<file path="config.mk">
export PLATFORM = sky130hd
export DESIGN_NAME = mipsCore_flat
export DESIGN_NICKNAME = d
export VERILOG_FILES = /design/src/hw/mipsIsaPkg.sv /design/src/hw/mipsCtrlPkg.sv /design/src/hw/dmemIf.sv /design/src/hw/controlUnit.sv /design/src/hw/alu.sv /design/src/hw/regFile.sv /design/src/hw/mipsCore.sv /design/src/flat_wrapper.sv
export VERILOG_INCLUDE_DIRS = /design/src /design/src/hw
export SDC_FILE = /design/constraint.sdc
export NUM_CORES = 2
export LEC_CHECK = 0
export ABC_CLOCK_PERIOD_IN_PS = 17600
export BUFFER_PORTS_ARGS = -buffer_cell sky130_fd_sc_hd__buf_2
export CAP_MARGIN = 15
export CORE_ASPECT_RATIO = 2
export CORE_UTILIZATION = 45
export DETAILED_ROUTE_END_ITERATION = 6
export PLACE_DENSITY = 0.64
export SLEW_MARGIN = 20
export SYNTH_ARGS = -nofsm -noshare
export SYNTH_HDL_FRONTEND = slang
export SYNTH_SLANG_ARGS = --single-unit
</file>
<file path="constraint.sdc">
create_clock -name clk -period 17.6 [get_ports clk]
set_clock_uncertainty 0.15 [all_clocks]
set_input_delay 3.52 -clock clk [delete_from_list [all_inputs] [get_ports clk]]
set_output_delay 3.52 -clock clk [all_outputs]
set_load 0.005 [all_outputs]
</file>
<file path="src/hw/mips_macros.svh">
`ifndef MIPS_MACROS_SVH
`define MIPS_MACROS_SVH

// datapath width
`define MIPS_XLEN    32
// register index width, 32 architectural registers
`define MIPS_REG_IDX 5

// data memory, word addressed
`define DMEM_ADDR_W  7
`define DMEM_DEPTH   128

// fetch address after reset
`define RESET_PC     32'h0000_0000

`endif

</file>
<file path="src/hw/mipsIsaPkg.sv">
`include "mips_macros.svh"

package mipsIsaPkg;

  // ==================================================
  // major opcodes, instr[31:26]
  // ==================================================
  typedef enum logic [5:0] {
    opR    = 6'h00, // alu op picked by funct
    opJ    = 6'h02,
    opJal  = 6'h03,
    opBeq  = 6'h04,
    opAddi = 6'h08,
    opLw   = 6'h23,
    opSw   = 6'h2b
  } opcodeT;

  // r-type funct, instr[5:0]
  typedef enum logic [5:0] {
    fnAdd = 6'h20,
    fnSub = 6'h22,
    fnAnd = 6'h24,
    fnOr  = 6'h25,
    fnSlt = 6'h2a
  } functT;

  // ==================================================
  // instruction word layouts
  // ==================================================
  typedef struct packed {
    logic [`MIPS_REG_IDX-1:0] rs;
    logic [`MIPS_REG_IDX-1:0] rt;
    logic [`MIPS_REG_IDX-1:0] rd;
    logic [4:0]               shamt; // no shifts, never decoded
    functT                    funct;
  } rFieldsT;

  typedef struct packed {
    logic [`MIPS_REG_IDX-1:0] rs;
    logic [`MIPS_REG_IDX-1:0] rt;
    logic [15:0]              imm;
  } iFieldsT;

  // the 26 bits below the opcode, three views
  typedef union packed {
    rFieldsT     r;
    iFieldsT     i;
    logic [25:0] target; // j / jal word target
  } instrBodyT;

  typedef struct packed {
    opcodeT    opcode;
    instrBodyT body;
  } instrFieldsT; // 32 bits total

endpackage

</file>
<file path="src/hw/mipsCtrlPkg.sv">
package mipsCtrlPkg;

  // ==================================================
  // alu operations
  // ==================================================
  typedef enum logic [2:0] {
    aluAdd = 3'd0, // zero value, so an idle word adds
    aluSub = 3'd1,
    aluAnd = 3'd2,
    aluOr  = 3'd3,
    aluSlt = 3'd4  // signed compare
  } aluOpT;

  // ==================================================
  // control word, decoder to datapath
  // ==================================================
  typedef struct packed {
    logic  regDst;   // dest is rd, else rt
    logic  aluSrc;   // alu b is sign-extended imm
    logic  memToReg; // write back load data
    logic  regWrite;
    logic  memRead;
    logic  memWrite;
    logic  branch;   // beq, taken when alu zero
    logic  jump;
    logic  link;     // jal, r31 gets pc+4
    aluOpT aluOp;
  } ctrlWordT; // 12 bits

endpackage

</file>
<file path="src/hw/dmemIf.sv">
`timescale 1ns/1ps
`include "mips_macros.svh"

// sram style port, all strobes active low
interface dmemIf;
  logic                    cen;   // chip select
  logic                    wen;   // write at next edge
  logic                    oen;   // drive rdata
  logic [`DMEM_ADDR_W-1:0] addr;  // word index
  logic [`MIPS_XLEN-1:0]   wdata;
  logic [`MIPS_XLEN-1:0]   rdata; // same-cycle read

  modport core (
    output cen, wen, oen, addr, wdata,
    input  rdata
  );

  modport mem (
    input  cen, wen, oen, addr, wdata,
    output rdata
  );
endinterface

</file>
<file path="src/hw/controlUnit.sv">
`timescale 1ns/1ps

module controlUnit (
  input  mipsIsaPkg::opcodeT    opcode,
  input  mipsIsaPkg::functT     funct,
  output mipsCtrlPkg::ctrlWordT ctrl
);
  import mipsIsaPkg::*;
  import mipsCtrlPkg::*;

  logic  rValid; // funct is one we know
  aluOpT rOp;

  // ==================================================
  // funct table, only looked at for r-type
  // ==================================================
  always_comb begin
    rValid = 1'b1;
    rOp    = aluAdd;
    case (funct)
      fnAdd:   rOp = aluAdd;
      fnSub:   rOp = aluSub;
      fnAnd:   rOp = aluAnd;
      fnOr:    rOp = aluOr;
      fnSlt:   rOp = aluSlt;
      default: rValid = 1'b0; // unknown funct, becomes a no-op
    endcase
  end

  // ==================================================
  // main decoder
  // ==================================================
  always_comb begin
    ctrl = '0; // everything off unless the opcode says so
    case (opcode)
      opR: begin
        if (rValid) begin
          ctrl.regDst   = 1'b1;
          ctrl.regWrite = 1'b1;
          ctrl.aluOp    = rOp;
        end
      end
      opAddi: begin
        ctrl.aluSrc   = 1'b1;
        ctrl.regWrite = 1'b1; // rt <- rs + imm
      end
      opLw: begin
        ctrl.aluSrc   = 1'b1; // address = rs + imm
        ctrl.memToReg = 1'b1;
        ctrl.regWrite = 1'b1;
        ctrl.memRead  = 1'b1;
      end
      opSw: begin
        ctrl.aluSrc   = 1'b1;
        ctrl.memWrite = 1'b1;
      end
      opBeq: begin
        ctrl.branch = 1'b1;
        ctrl.aluOp  = aluSub; // equal when difference is zero
      end
      opJ: ctrl.jump = 1'b1;
      opJal: begin
        ctrl.jump     = 1'b1;
        ctrl.link     = 1'b1;
        ctrl.regWrite = 1'b1; // r31 <- pc+4
      end
      default: ; // undefined opcode, idle word
    endcase
  end

endmodule

</file>
<file path="src/hw/alu.sv">
`timescale 1ns/1ps
`include "mips_macros.svh"

module alu (
  input  logic [`MIPS_XLEN-1:0] a,
  input  logic [`MIPS_XLEN-1:0] b,
  input  mipsCtrlPkg::aluOpT    op,
  output logic [`MIPS_XLEN-1:0] result,
  output logic                  zero
);
  import mipsCtrlPkg::*;

  logic lessThan; // signed a < b

  assign lessThan = $signed(a) < $signed(b);

  // ==================================================
  // operation select
  // ==================================================
  always_comb begin
    case (op)
      aluAdd: begin
        result = a + b; // addi, lw/sw address, add
      end
      aluSub: begin
        result = a - b; // sub, beq compare
      end
      aluAnd: begin
        result = a & b;
      end
      aluOr: begin
        result = a | b;
      end
      aluSlt: begin
        // 1 or 0 in bit 0
        result = {{(`MIPS_XLEN-1){1'b0}}, lessThan};
      end
      default: begin
        result = '0; // encodings 5..7 unused
      end
    endcase
  end

  // flag for every op, beq is the only consumer
  assign zero = (result == '0);

endmodule

</file>
<file path="src/hw/regFile.sv">
`timescale 1ns/1ps
`include "mips_macros.svh"

module regFile (
  input  logic                     clk,
  input  logic                     rst,
  input  logic                     we,
  input  logic [`MIPS_REG_IDX-1:0] waddr,
  input  logic [`MIPS_XLEN-1:0]    wdata,
  input  logic [`MIPS_REG_IDX-1:0] raddr1,
  input  logic [`MIPS_REG_IDX-1:0] raddr2,
  output logic [`MIPS_XLEN-1:0]    rdata1,
  output logic [`MIPS_XLEN-1:0]    rdata2
);

  localparam int NumRegs = 1 << `MIPS_REG_IDX;

  // r0 has no storage
  logic [`MIPS_XLEN-1:0] regs [1:NumRegs-1];

  // ==================================================
  // write port
  // ==================================================
  always_ff @(posedge clk) begin
    if (rst) begin
      for (int i = 1; i < NumRegs; i++) begin
        regs[i] <= '0;
      end
    end else if (we && (waddr != '0)) begin // r0 writes dropped
      regs[waddr] <= wdata;
    end
  end

  // read ports, combinational
  assign rdata1 = (raddr1 == '0) ? '0 : regs[raddr1];
  assign rdata2 = (raddr2 == '0) ? '0 : regs[raddr2];

endmodule

</file>
<file path="src/hw/mipsCore.sv">
`timescale 1ns/1ps
`include "mips_macros.svh"

module mipsCore (
  input  logic                     clk,
  input  logic                     rst,
  output logic [`MIPS_XLEN-1:0]    instrAddr,
  input  logic [`MIPS_XLEN-1:0]    instr,
  output logic                     wbValid,
  output logic [`MIPS_REG_IDX-1:0] wbAddr,
  output logic [`MIPS_XLEN-1:0]    wbData,
  dmemIf.core                      dmem
);
  import mipsIsaPkg::*;
  import mipsCtrlPkg::*;

  localparam logic [`MIPS_REG_IDX-1:0] LinkReg = '1; // r31

  instrFieldsT fields;
  ctrlWordT    ctrl;

  logic [`MIPS_XLEN-1:0]    pcQ;
  logic [`MIPS_XLEN-1:0]    pcPlus4;
  logic [`MIPS_XLEN-1:0]    pcNext;
  logic [`MIPS_XLEN-1:0]    signExt;
  logic [`MIPS_XLEN-1:0]    branchTarget;
  logic [`MIPS_XLEN-1:0]    jumpTarget;
  logic                     branchTaken;
  logic [`MIPS_XLEN-1:0]    rsData;
  logic [`MIPS_XLEN-1:0]    rtData;
  logic [`MIPS_XLEN-1:0]    aluB;
  logic [`MIPS_XLEN-1:0]    aluResult;
  logic                     aluZero;
  logic [`MIPS_REG_IDX-1:0] destReg;
  logic [`MIPS_XLEN-1:0]    wbValue;
  logic                     regWe;

  assign fields = instrFieldsT'(instr);

  // ==================================================
  // decode and execute
  // ==================================================
  controlUnit ctrl_i (
    .opcode (fields.opcode),
    .funct  (fields.body.r.funct),
    .ctrl   (ctrl)
  );

  regFile rf_i (
    .clk    (clk),
    .rst    (rst),
    .we     (regWe),
    .waddr  (destReg),
    .wdata  (wbValue),
    .raddr1 (fields.body.i.rs),
    .raddr2 (fields.body.i.rt),
    .rdata1 (rsData),
    .rdata2 (rtData)
  );

  assign signExt = {{(`MIPS_XLEN-16){fields.body.i.imm[15]}}, fields.body.i.imm};
  assign aluB    = ctrl.aluSrc ? signExt : rtData; // imm for addi, lw, sw

  alu alu_i (
    .a      (rsData),
    .b      (aluB),
    .op     (ctrl.aluOp),
    .result (aluResult),
    .zero   (aluZero)
  );

  // ==================================================
  // next pc
  // ==================================================
  assign pcPlus4      = pcQ + `MIPS_XLEN'(4);
  assign branchTarget = pcPlus4 + {signExt[`MIPS_XLEN-3:0], 2'b00};
  assign jumpTarget   = {pcPlus4[`MIPS_XLEN-1:`MIPS_XLEN-4], fields.body.target, 2'b00};
  assign branchTaken  = ctrl.branch && aluZero;

  always_comb begin
    if (ctrl.jump) begin
      pcNext = jumpTarget;
    end else if (branchTaken) begin
      pcNext = branchTarget;
    end else begin
      pcNext = pcPlus4; // also undefined ops
    end
  end

  always_ff @(posedge clk) begin
    if (rst) begin
      pcQ <= `RESET_PC;
    end else begin
      pcQ <= pcNext;
    end
  end

  assign instrAddr = rst ? `RESET_PC : pcQ; // vector shown for the whole reset

  // ==================================================
  // memory strobes, held off in reset
  // ==================================================
  assign dmem.cen   = rst || !(ctrl.memRead || ctrl.memWrite);
  assign dmem.wen   = rst || !ctrl.memWrite;
  assign dmem.oen   = !ctrl.memRead;
  assign dmem.addr  = aluResult[`DMEM_ADDR_W+1:2]; // byte address to word index
  assign dmem.wdata = rtData;

  // ==================================================
  // write back
  // ==================================================
  always_comb begin
    if (ctrl.link) begin
      destReg = LinkReg;
    end else if (ctrl.regDst) begin
      destReg = fields.body.r.rd;
    end else begin
      destReg = fields.body.i.rt;
    end
  end

  always_comb begin
    if (ctrl.link) begin
      wbValue = pcPlus4; // no delay slot
    end else if (ctrl.memToReg) begin
      wbValue = dmem.rdata;
    end else begin
      wbValue = aluResult;
    end
  end

  assign regWe   = ctrl.regWrite && (destReg != '0) && !rst;
  assign wbValid = regWe;
  assign wbAddr  = destReg;
  assign wbData  = wbValue;

endmodule

</file>
<file path="src/flat_wrapper.sv">
// flat-port wrapper written by rule: the top's interface ports become plain ports
module mipsCore_flat import mipsIsaPkg::*; import mipsCtrlPkg::*;
  (clk, rst, instrAddr, instr, wbValid, wbAddr, wbData, dmem_cen, dmem_wen, dmem_oen, dmem_addr, dmem_wdata, dmem_rdata);
  dmemIf dmem_i ();
  input  logic clk;
  input  logic rst;
  output logic [`MIPS_XLEN-1:0] instrAddr;
  input  logic [`MIPS_XLEN-1:0] instr;
  output logic wbValid;
  output logic [`MIPS_REG_IDX-1:0] wbAddr;
  output logic [`MIPS_XLEN-1:0] wbData;
  output wire logic [$bits(dmem_i.cen)-1:0] dmem_cen;
  output wire logic [$bits(dmem_i.wen)-1:0] dmem_wen;
  output wire logic [$bits(dmem_i.oen)-1:0] dmem_oen;
  output wire logic [$bits(dmem_i.addr)-1:0] dmem_addr;
  output wire logic [$bits(dmem_i.wdata)-1:0] dmem_wdata;
  input wire logic [$bits(dmem_i.rdata)-1:0] dmem_rdata;
  assign dmem_cen = dmem_i.cen;
  assign dmem_wen = dmem_i.wen;
  assign dmem_oen = dmem_i.oen;
  assign dmem_addr = dmem_i.addr;
  assign dmem_wdata = dmem_i.wdata;
  assign dmem_i.rdata = dmem_rdata;
  mipsCore u_core (.clk(clk), .rst(rst), .instrAddr(instrAddr), .instr(instr), .wbValid(wbValid), .wbAddr(wbAddr), .wbData(wbData), .dmem(dmem_i));
endmodule
</file>
Word-level counts from Yosys, hierarchy flattened

Memory sizes are Yosys's and may differ from the RTL's.
Index checks and enable logic that the tools add are counted.

Register bits: 32
Latch bits: 0
Memory bits (writable): 992
Bits in read-only memories: 0
Input bits: 66
Output and inout port bits: 112
Logic and storage cells: 80
Memories kept: 1

Memories:

| name             | depth | width | rd ports | clocked after memory_dff | wr ports | line          | RTL |
|---|---|---|---|---|---|---|---|
| u_core.rf_i.regs | 31    | 32    | 2        | 0                        | 31       | regFile.sv:19 | `` logic [`MIPS_XLEN-1:0] regs [1:NumRegs-1]; `` |

Add/sub/neg operators: 4
Multipliers: 0
Divide/modulo/power cells: 0
Magnitude comparators: 1
Equal/unequal tests: 15
Shift-type cells: 0
Multiplexer cells: 32
Bitwise logic cells: 2
Reduce and logical (&&, ||, !) cells: 23

Operator list:

| kind                                                                  | count |
|---|---|
| 32-bit two-way mux                                                    | 9 |
| 32-bit case mux with 5 select lines                                   | 1 |
| 32-bit adder                                                          | 2 |
| 6-bit equality test, second input constant                            | 7 |
| 32-bit by 3-bit adder with 32-bit output, second input constant       | 1 |
| 32-bit AND                                                            | 1 |
| 32-bit logical NOT                                                    | 1 |
| 32-bit < comparator                                                   | 1 |
| 32-bit bitwise OR                                                     | 1 |
| 32-bit OR reduction                                                   | 1 |
| 32-bit subtractor                                                     | 1 |
| 1-bit two-way mux                                                     | 15 |
| 5-bit two-way mux                                                     | 3 |
| 6-bit by 2-bit equality test with 1-bit output, second input constant | 2 |
| 3-bit case mux with 4 select lines                                    | 1 |
| 5-bit logical NOT                                                     | 2 |
| 3-bit by 2-bit equality test with 1-bit output, second input constant | 2 |
| 6-bit by 3-bit equality test with 1-bit output, second input constant | 1 |
| 6-bit by 4-bit equality test with 1-bit output, second input constant | 1 |
| 6-bit logical NOT                                                     | 1 |
| 3-bit case mux with 2 select lines                                    | 1 |
| 3-bit OR reduction                                                    | 2 |
| 5-bit nonzero test                                                    | 1 |
| 5-bit OR reduction                                                    | 1 |
| other kinds (9)                                                       | 18 |

Logic depth before layout (Yosys ltp)

Word-level depth: 16
Depth in mapped cells: 27
Depth with buffers taken out: 20

Cells and area by module

From an unflattened synthesis, not the netlist that was laid out.

Cells, all modules: 5,253
Area, all modules: 64,770.9 µm²

Modules (own cells, without submodules):

| module      | instances | cells an instance | area an instance (µm²) | seq. area each (µm²) |
|---|---|---|---|---|
| regFile     | 1         | 3,765             | 54,631.1               | 30,749.5 |
| alu         | 1         | 804               | 5,228.8                | 0.0 |
| mipsCore    | 1         | 648               | 4,697.0                | 600.6 |
| controlUnit | 1         | 36                | 214.0                  | 0.0 |

Worst setup path before layout

Ideal clock, no wire load.

Kind: input -> output
Start point: input port instr[21]
End point: output port wbData[22]
Data arrival time: 9.946 ns
Data required time: 13.930 ns
Setup slack: 3.984 ns
Stages: 25
Buffers on the path: 7
Path through: clkbuf_1 > clkbuf_1 > clkbuf_1 > buf_1 > clkbuf_1 > buf_1 > mux2i_1 > o22ai_1 > nor3_1 > nor3_1 > inv_1 > ha_1 > fa_1 > nand2b_1 > a211o_1 > a211o_1 > a31oi_1 > a31oi_1 > o31ai_1 > o221ai_1 > a21oi_1 > a21oi_1 > a21oi_1 > clkbuf_1 > inv_1

Word-level cells in the longest chain between the ends: 6
Elaborated cells between the ends (all ways): 10
Those cells by class: add/sub (2); mux (4); bitwise (2); reduce/logical (1); memory (1)

Ends and longest elaborated chain:

| element                                                      | line               | RTL |
|---|---|---|
| start, declared                                              | flat_wrapper.sv:8  | `` input logic [`MIPS_XLEN-1:0] instr; `` |
| memory read 31 x 32 bit or 5-bit logical NOT (tied branches) | n/a                |  |
| 32-bit two-way mux *                                         | regFile.sv:35      | `assign rdata1 = (raddr1 == '0) ? '0 : regs[raddr1];` |
| 32-bit subtractor (tied with other cells)                    | alu.sv:26          | `result = a - b;` |
| 32-bit case mux with 5 select lines *                        | alu.sv:21          | `case (op)` |
| 32-bit two-way mux *                                         | mipsCore.sv:125    | `end else if (ctrl.memToReg) begin` |
| 32-bit two-way mux *                                         | mipsCore.sv:123    | `if (ctrl.link) begin` |
| end, declared                                                | flat_wrapper.sv:11 | `` output logic [`MIPS_XLEN-1:0] wbData; `` |

Every way passes the cells marked *; elsewhere a longest branch is shown, timed or not.

Worst setup path in the final report

Start point: input port instr[16]
End point: output port wbData[20]

Word-level cells in the longest chain between the ends: 7
Elaborated cells between the ends (all ways): 11
Those cells by class: add/sub (2); mux (5); bitwise (2); reduce/logical (1); memory (1)

Ends and longest elaborated chain:

| element                                                      | line            | RTL |
|---|---|---|
| memory read 31 x 32 bit or 5-bit logical NOT (tied branches) | n/a             |  |
| 32-bit two-way mux *                                         | regFile.sv:36   | `assign rdata2 = (raddr2 == '0) ? '0 : regs[raddr2];` |
| 32-bit two-way mux *                                         | mipsCore.sv:62  | `assign aluB = ctrl.aluSrc ? signExt : rtData;` |
| 32-bit subtractor (tied with other cells)                    | alu.sv:26       |  |
| 32-bit case mux with 5 select lines *                        | alu.sv:21       |  |
| 32-bit two-way mux *                                         | mipsCore.sv:125 |  |
| 32-bit two-way mux *                                         | mipsCore.sv:123 |  |

Marked as above.

==> impl_metrics.py <==
metrics = {
    "status": {
        "outcome": "finished, violations left",
        "violations": "design-rule violations",
    },
    "synthesis": {
        "synth_area_leaders": "edfxtp_1 49%, mux4_2 20%, nor2_1 7.4%",
        "synth_cell_type_count": 81,
        "syn_area_um2": 62100,
        "synthFlopType": "edfxtp_1",
        "synth.area.mux_share_pct": 23.5,
        "synth-simple-area-share_pct": 12.5,
        "synth.most_common_cell": "nor2_1",
        "ys_ff_latch": 1054,
        "synth_xor_area_share_pct": 0.832,
        "postSynthCellCount": 4993,
        "yosys.area.top_type_share_pct": 49.5,
        "yosysWarnings": 0,
        "synthAdderAreaFrac_pct": 2.69,
        "yosys.area.top_type": "edfxtp_1",
        "syn_avg_cell_area_um2": 12.4,
        "synth_top_family_by_area": "multiplexers",
        "synth_edf_count": 1024,
        "ys_seq_area_share_pct": 50.5,
        "synth_common_cells": "1224 x nor2_1, 1024 x edfxtp_1, 562 x mux4_2, 365 x clkbuf_1, 169 x nand2_1",
        "async_reset_ff_share_pct": 0,
        "synth_compound_area_share_pct": 6.23,
    },
    "placement": {
        "place.gp.congestion": 1.14,
        "hpwl_um": 169000,
        "numPortBuffers": 175,
        "placed_cells": 6667,
    },
    "finish": {
        "fin_nets": 5215,
        "multi_input_area_um2": 29100,
        "regArea_um2": 31400,
        "fill_cells": 11800,
        "fin_cells": 6843,
        "drive_gt1_share_pct": 24.4,
        "syn_to_final_growth_pct": 10.5,
    },
    "floorplanning": {
        "die_x_um": 265,
        "coreArea_um2": 137000,
        "die_area_um2": 140000,
        "pin_count": 178,
        "std_cell_rows": 192,
        "start_util_pct": 45.4,
        "die-height_um": 527,
    },
    "critical_path": {
        "crit_path_start": "instr[16]",
        "crit_path_end": "wbData[20]",
        "worstPathArrival_ns": 11.87,
        "r2r_cells": 18,
        "cp.required_ns": 13.93,
        "reg2reg_from": "u_core.rf_i.regs[11][8]$_SDFFCE_PN0P_",
        "cp_max_fo": 79,
        "r2r-end": "u_core.pcQ[31]$_SDFF_PP0_",
        "critPathLaunchType": "primary input",
        "worstSetupPathType": "in -> out",
        "cp-end-kind": "output port",
        "regToRegSetupSlack_ns": 8.62,
    },
    "timing": {
        "worst_pin_slew_ns": 1.44,
        "rsz0062_at_grt": "false",
        "post-route-min-period_ns": 15.54,
        "finalHoldViolations": 0,
        "slew-limit-headroom_pct": 3.89,
        "slew_violations": 0,
        "post-route-period-util_pct": 88.3,
        "fmax_mhz": 64.4,
        "fin_setup_tns_ns": 0,
        "setup_violations": 0,
    },
    "clock_network": {
        "cts_tree": "yes",
        "post_cts_buffers": 0,
        "cts-resized-gates": 0,
        "htreeDepth": 3,
        "clock_latency_ns": 0.73,
        "cts_root_buf": "clkbuf_16",
        "cts_made_buffers": 91,
        "cts.sinks": 1054,
        "path_clk_slew_ns": 0.08,
        "clock_path_buffers": 3,
        "cts_hold_buf": 0,
    },
    "run": {
        "maxCapViolCount": 0,
    },
    "drt": {
        "via_count": 47100,
        "drtAntennaViolNets": 0,
        "dr.pass1.iters": 7,
        "drt-wirelength-per-cell_um": 37.6,
        "drcViolationCount": 1,
        "drtIter0Drc": 6105,
        "vias_per_cell": 6.88,
        "drt-total-wl_um": 257000,
    },
    "power": {
        "ir_drop_v": 0.0000815,
        "p_leak_nw": 26.4,
        "p_per_area_nw_per_um2": 103,
    },
    "global_routing": {
        "grt_pass1_wl_um": 356000,
        "grt_pass1_vias": 47500,
        "grt_use_total_pct": 37.0,
        "grt_max_degree": 85,
        "overflow": 0,
        "antenna_found_initial": 17,
    },
    "hold_path": {
        "worst_hold_path_type": "reg -> reg",
    },
}
## kinds of logic (layout without fill, tap and decap cells)
group | Yosys count | count (layout)
AND/OR/NAND/NOR | 1812 | 1812
flip-flops | 1054 | 1054
multiplexers | 749 | 749
buffers and inverters | 616 | 680
AO/OA/AOI/OAI | 570 | 570
adder cells (fa/ha/maj) | 132 | 132
XOR/XNOR | 59 | 59
other | 1 | 41
## layout by cell type, fill, tap and decap left out, types with 18 or more instances in the layout
master and instances:
inv_1 164, and3_1 27, clkbuf_16 93, nand3_1 52, o21ai_2 20, clkinv_1 18, mux2i_1 140, nand2b_2 26
mux4_2 562, nand2_2 34, xor2_1 20, nor2b_1 63, a22o_1 21, edfxtp_1 1024, o21ai_0 91, dfxtp_1 30
nor2_1 1221, o22ai_1 27, nor3_1 82, or3_1 19, buf_2 167, a221oi_1 18, nand2_1 134, mux2_2 44
conb_1 34, a21oi_1 128, a211o_1 20, o221ai_1 24, xnor2_1 38, ha_1 129, buf_4 166, a211oi_1 21
nand2b_1 31, a21o_1 43
## power by group
group / total, W / internal [W] / leakage, nW / switching [W]
combinational: 0.00200 / 0.000584 / 14.1 / 0.00142
clock: 0.00212 / 0.00115 / 1.49 / 0.000971
sequential: 0.00292 / 0.00286 / 10.8 / 0.0000572
## state kept, by name (all words and copies together) (netlist names)
register,flops
u_core.rf_i.regs,1024
u_core.pcQ,30
## worst max-delay path, cell delays in order
cell and delay (ns):
buf_8 0.63, buf_12 0.50, mux4_2 0.58, mux4_2 0.46, mux2i_1 0.15, nor2_1 0.11
mux2i_1 0.94, ha_1 0.54, o311a_1 0.57, o22a_1 0.31, a31oi_1 0.64, a31oi_1 0.45
o221a_2 0.40, o21ai_0 0.65, nor2_1 0.08, o21ai_0 0.45, o21ai_2 0.10, buf_4 0.27
inv_1 0.15, buf_2 0.13
## per-layer routing
metal,GRT usage (%),share of wire [%],wire length (µm)
met5,0.0351,0.0047,12
met1,38.0,30,76500
met2,61.6,49,125000
met3,9.39,10,26700
met4,33.9,11,29000
## per-stage QoR
stage	setup WS, ns	util [%]	power, W	instance area (µm²)	hold slack, ns
2_1_floorplan	3.98	-	0.00406	62300	0.443
3_3_place_gp	2.23	47.8	0.00487	65500	0.556
3_5_place_dp	2.21	47.8	0.00488	65500	0.560
4_1_cts	2.20	50.1	0.00696	68600	0.581
5_1_grt	1.76	50.1	0.00720	68600	0.641
6_report	2.06	50.1	0.00704	68600	0.573
## worst min path at each step
stage,startpoint,to,slack (ns),depth (start not counted)
floorplan,u_core.pcQ[23]$_SDFF_PP0_,u_core.pcQ[23]$_SDFF_PP0_,0.44,3
global placement,u_core.pcQ[31]$_SDFF_PP0_,u_core.pcQ[31]$_SDFF_PP0_,0.56,3
detailed placement,u_core.pcQ[31]$_SDFF_PP0_,u_core.pcQ[31]$_SDFF_PP0_,0.56,3
CTS,u_core.pcQ[31]$_SDFF_PP0_,u_core.pcQ[31]$_SDFF_PP0_,0.58,3
global route,u_core.pcQ[31]$_SDFF_PP0_,u_core.pcQ[31]$_SDFF_PP0_,0.64,3
finish,u_core.pcQ[31]$_SDFF_PP0_,u_core.pcQ[31]$_SDFF_PP0_,0.57,3
## cell type report
| cell class | instances | area share [%] |
|---|---|---|
| Sequential cell | 1054 | 45.7 |
| Multi-Input combinational cell | 3356 | 42.3 |
| Timing Repair Buffer | 350 | 3.45 |
| Clock buffer | 104 | 3.45 |
| Tap cell | 1746 | 3.18 |
| Clock inverter | 62 | 0.983 |
| Inverter | 164 | 0.897 |
| Antenna cell | 7 | 0.0255 |
Note: power is estimated with default switching activity, not from simulation.
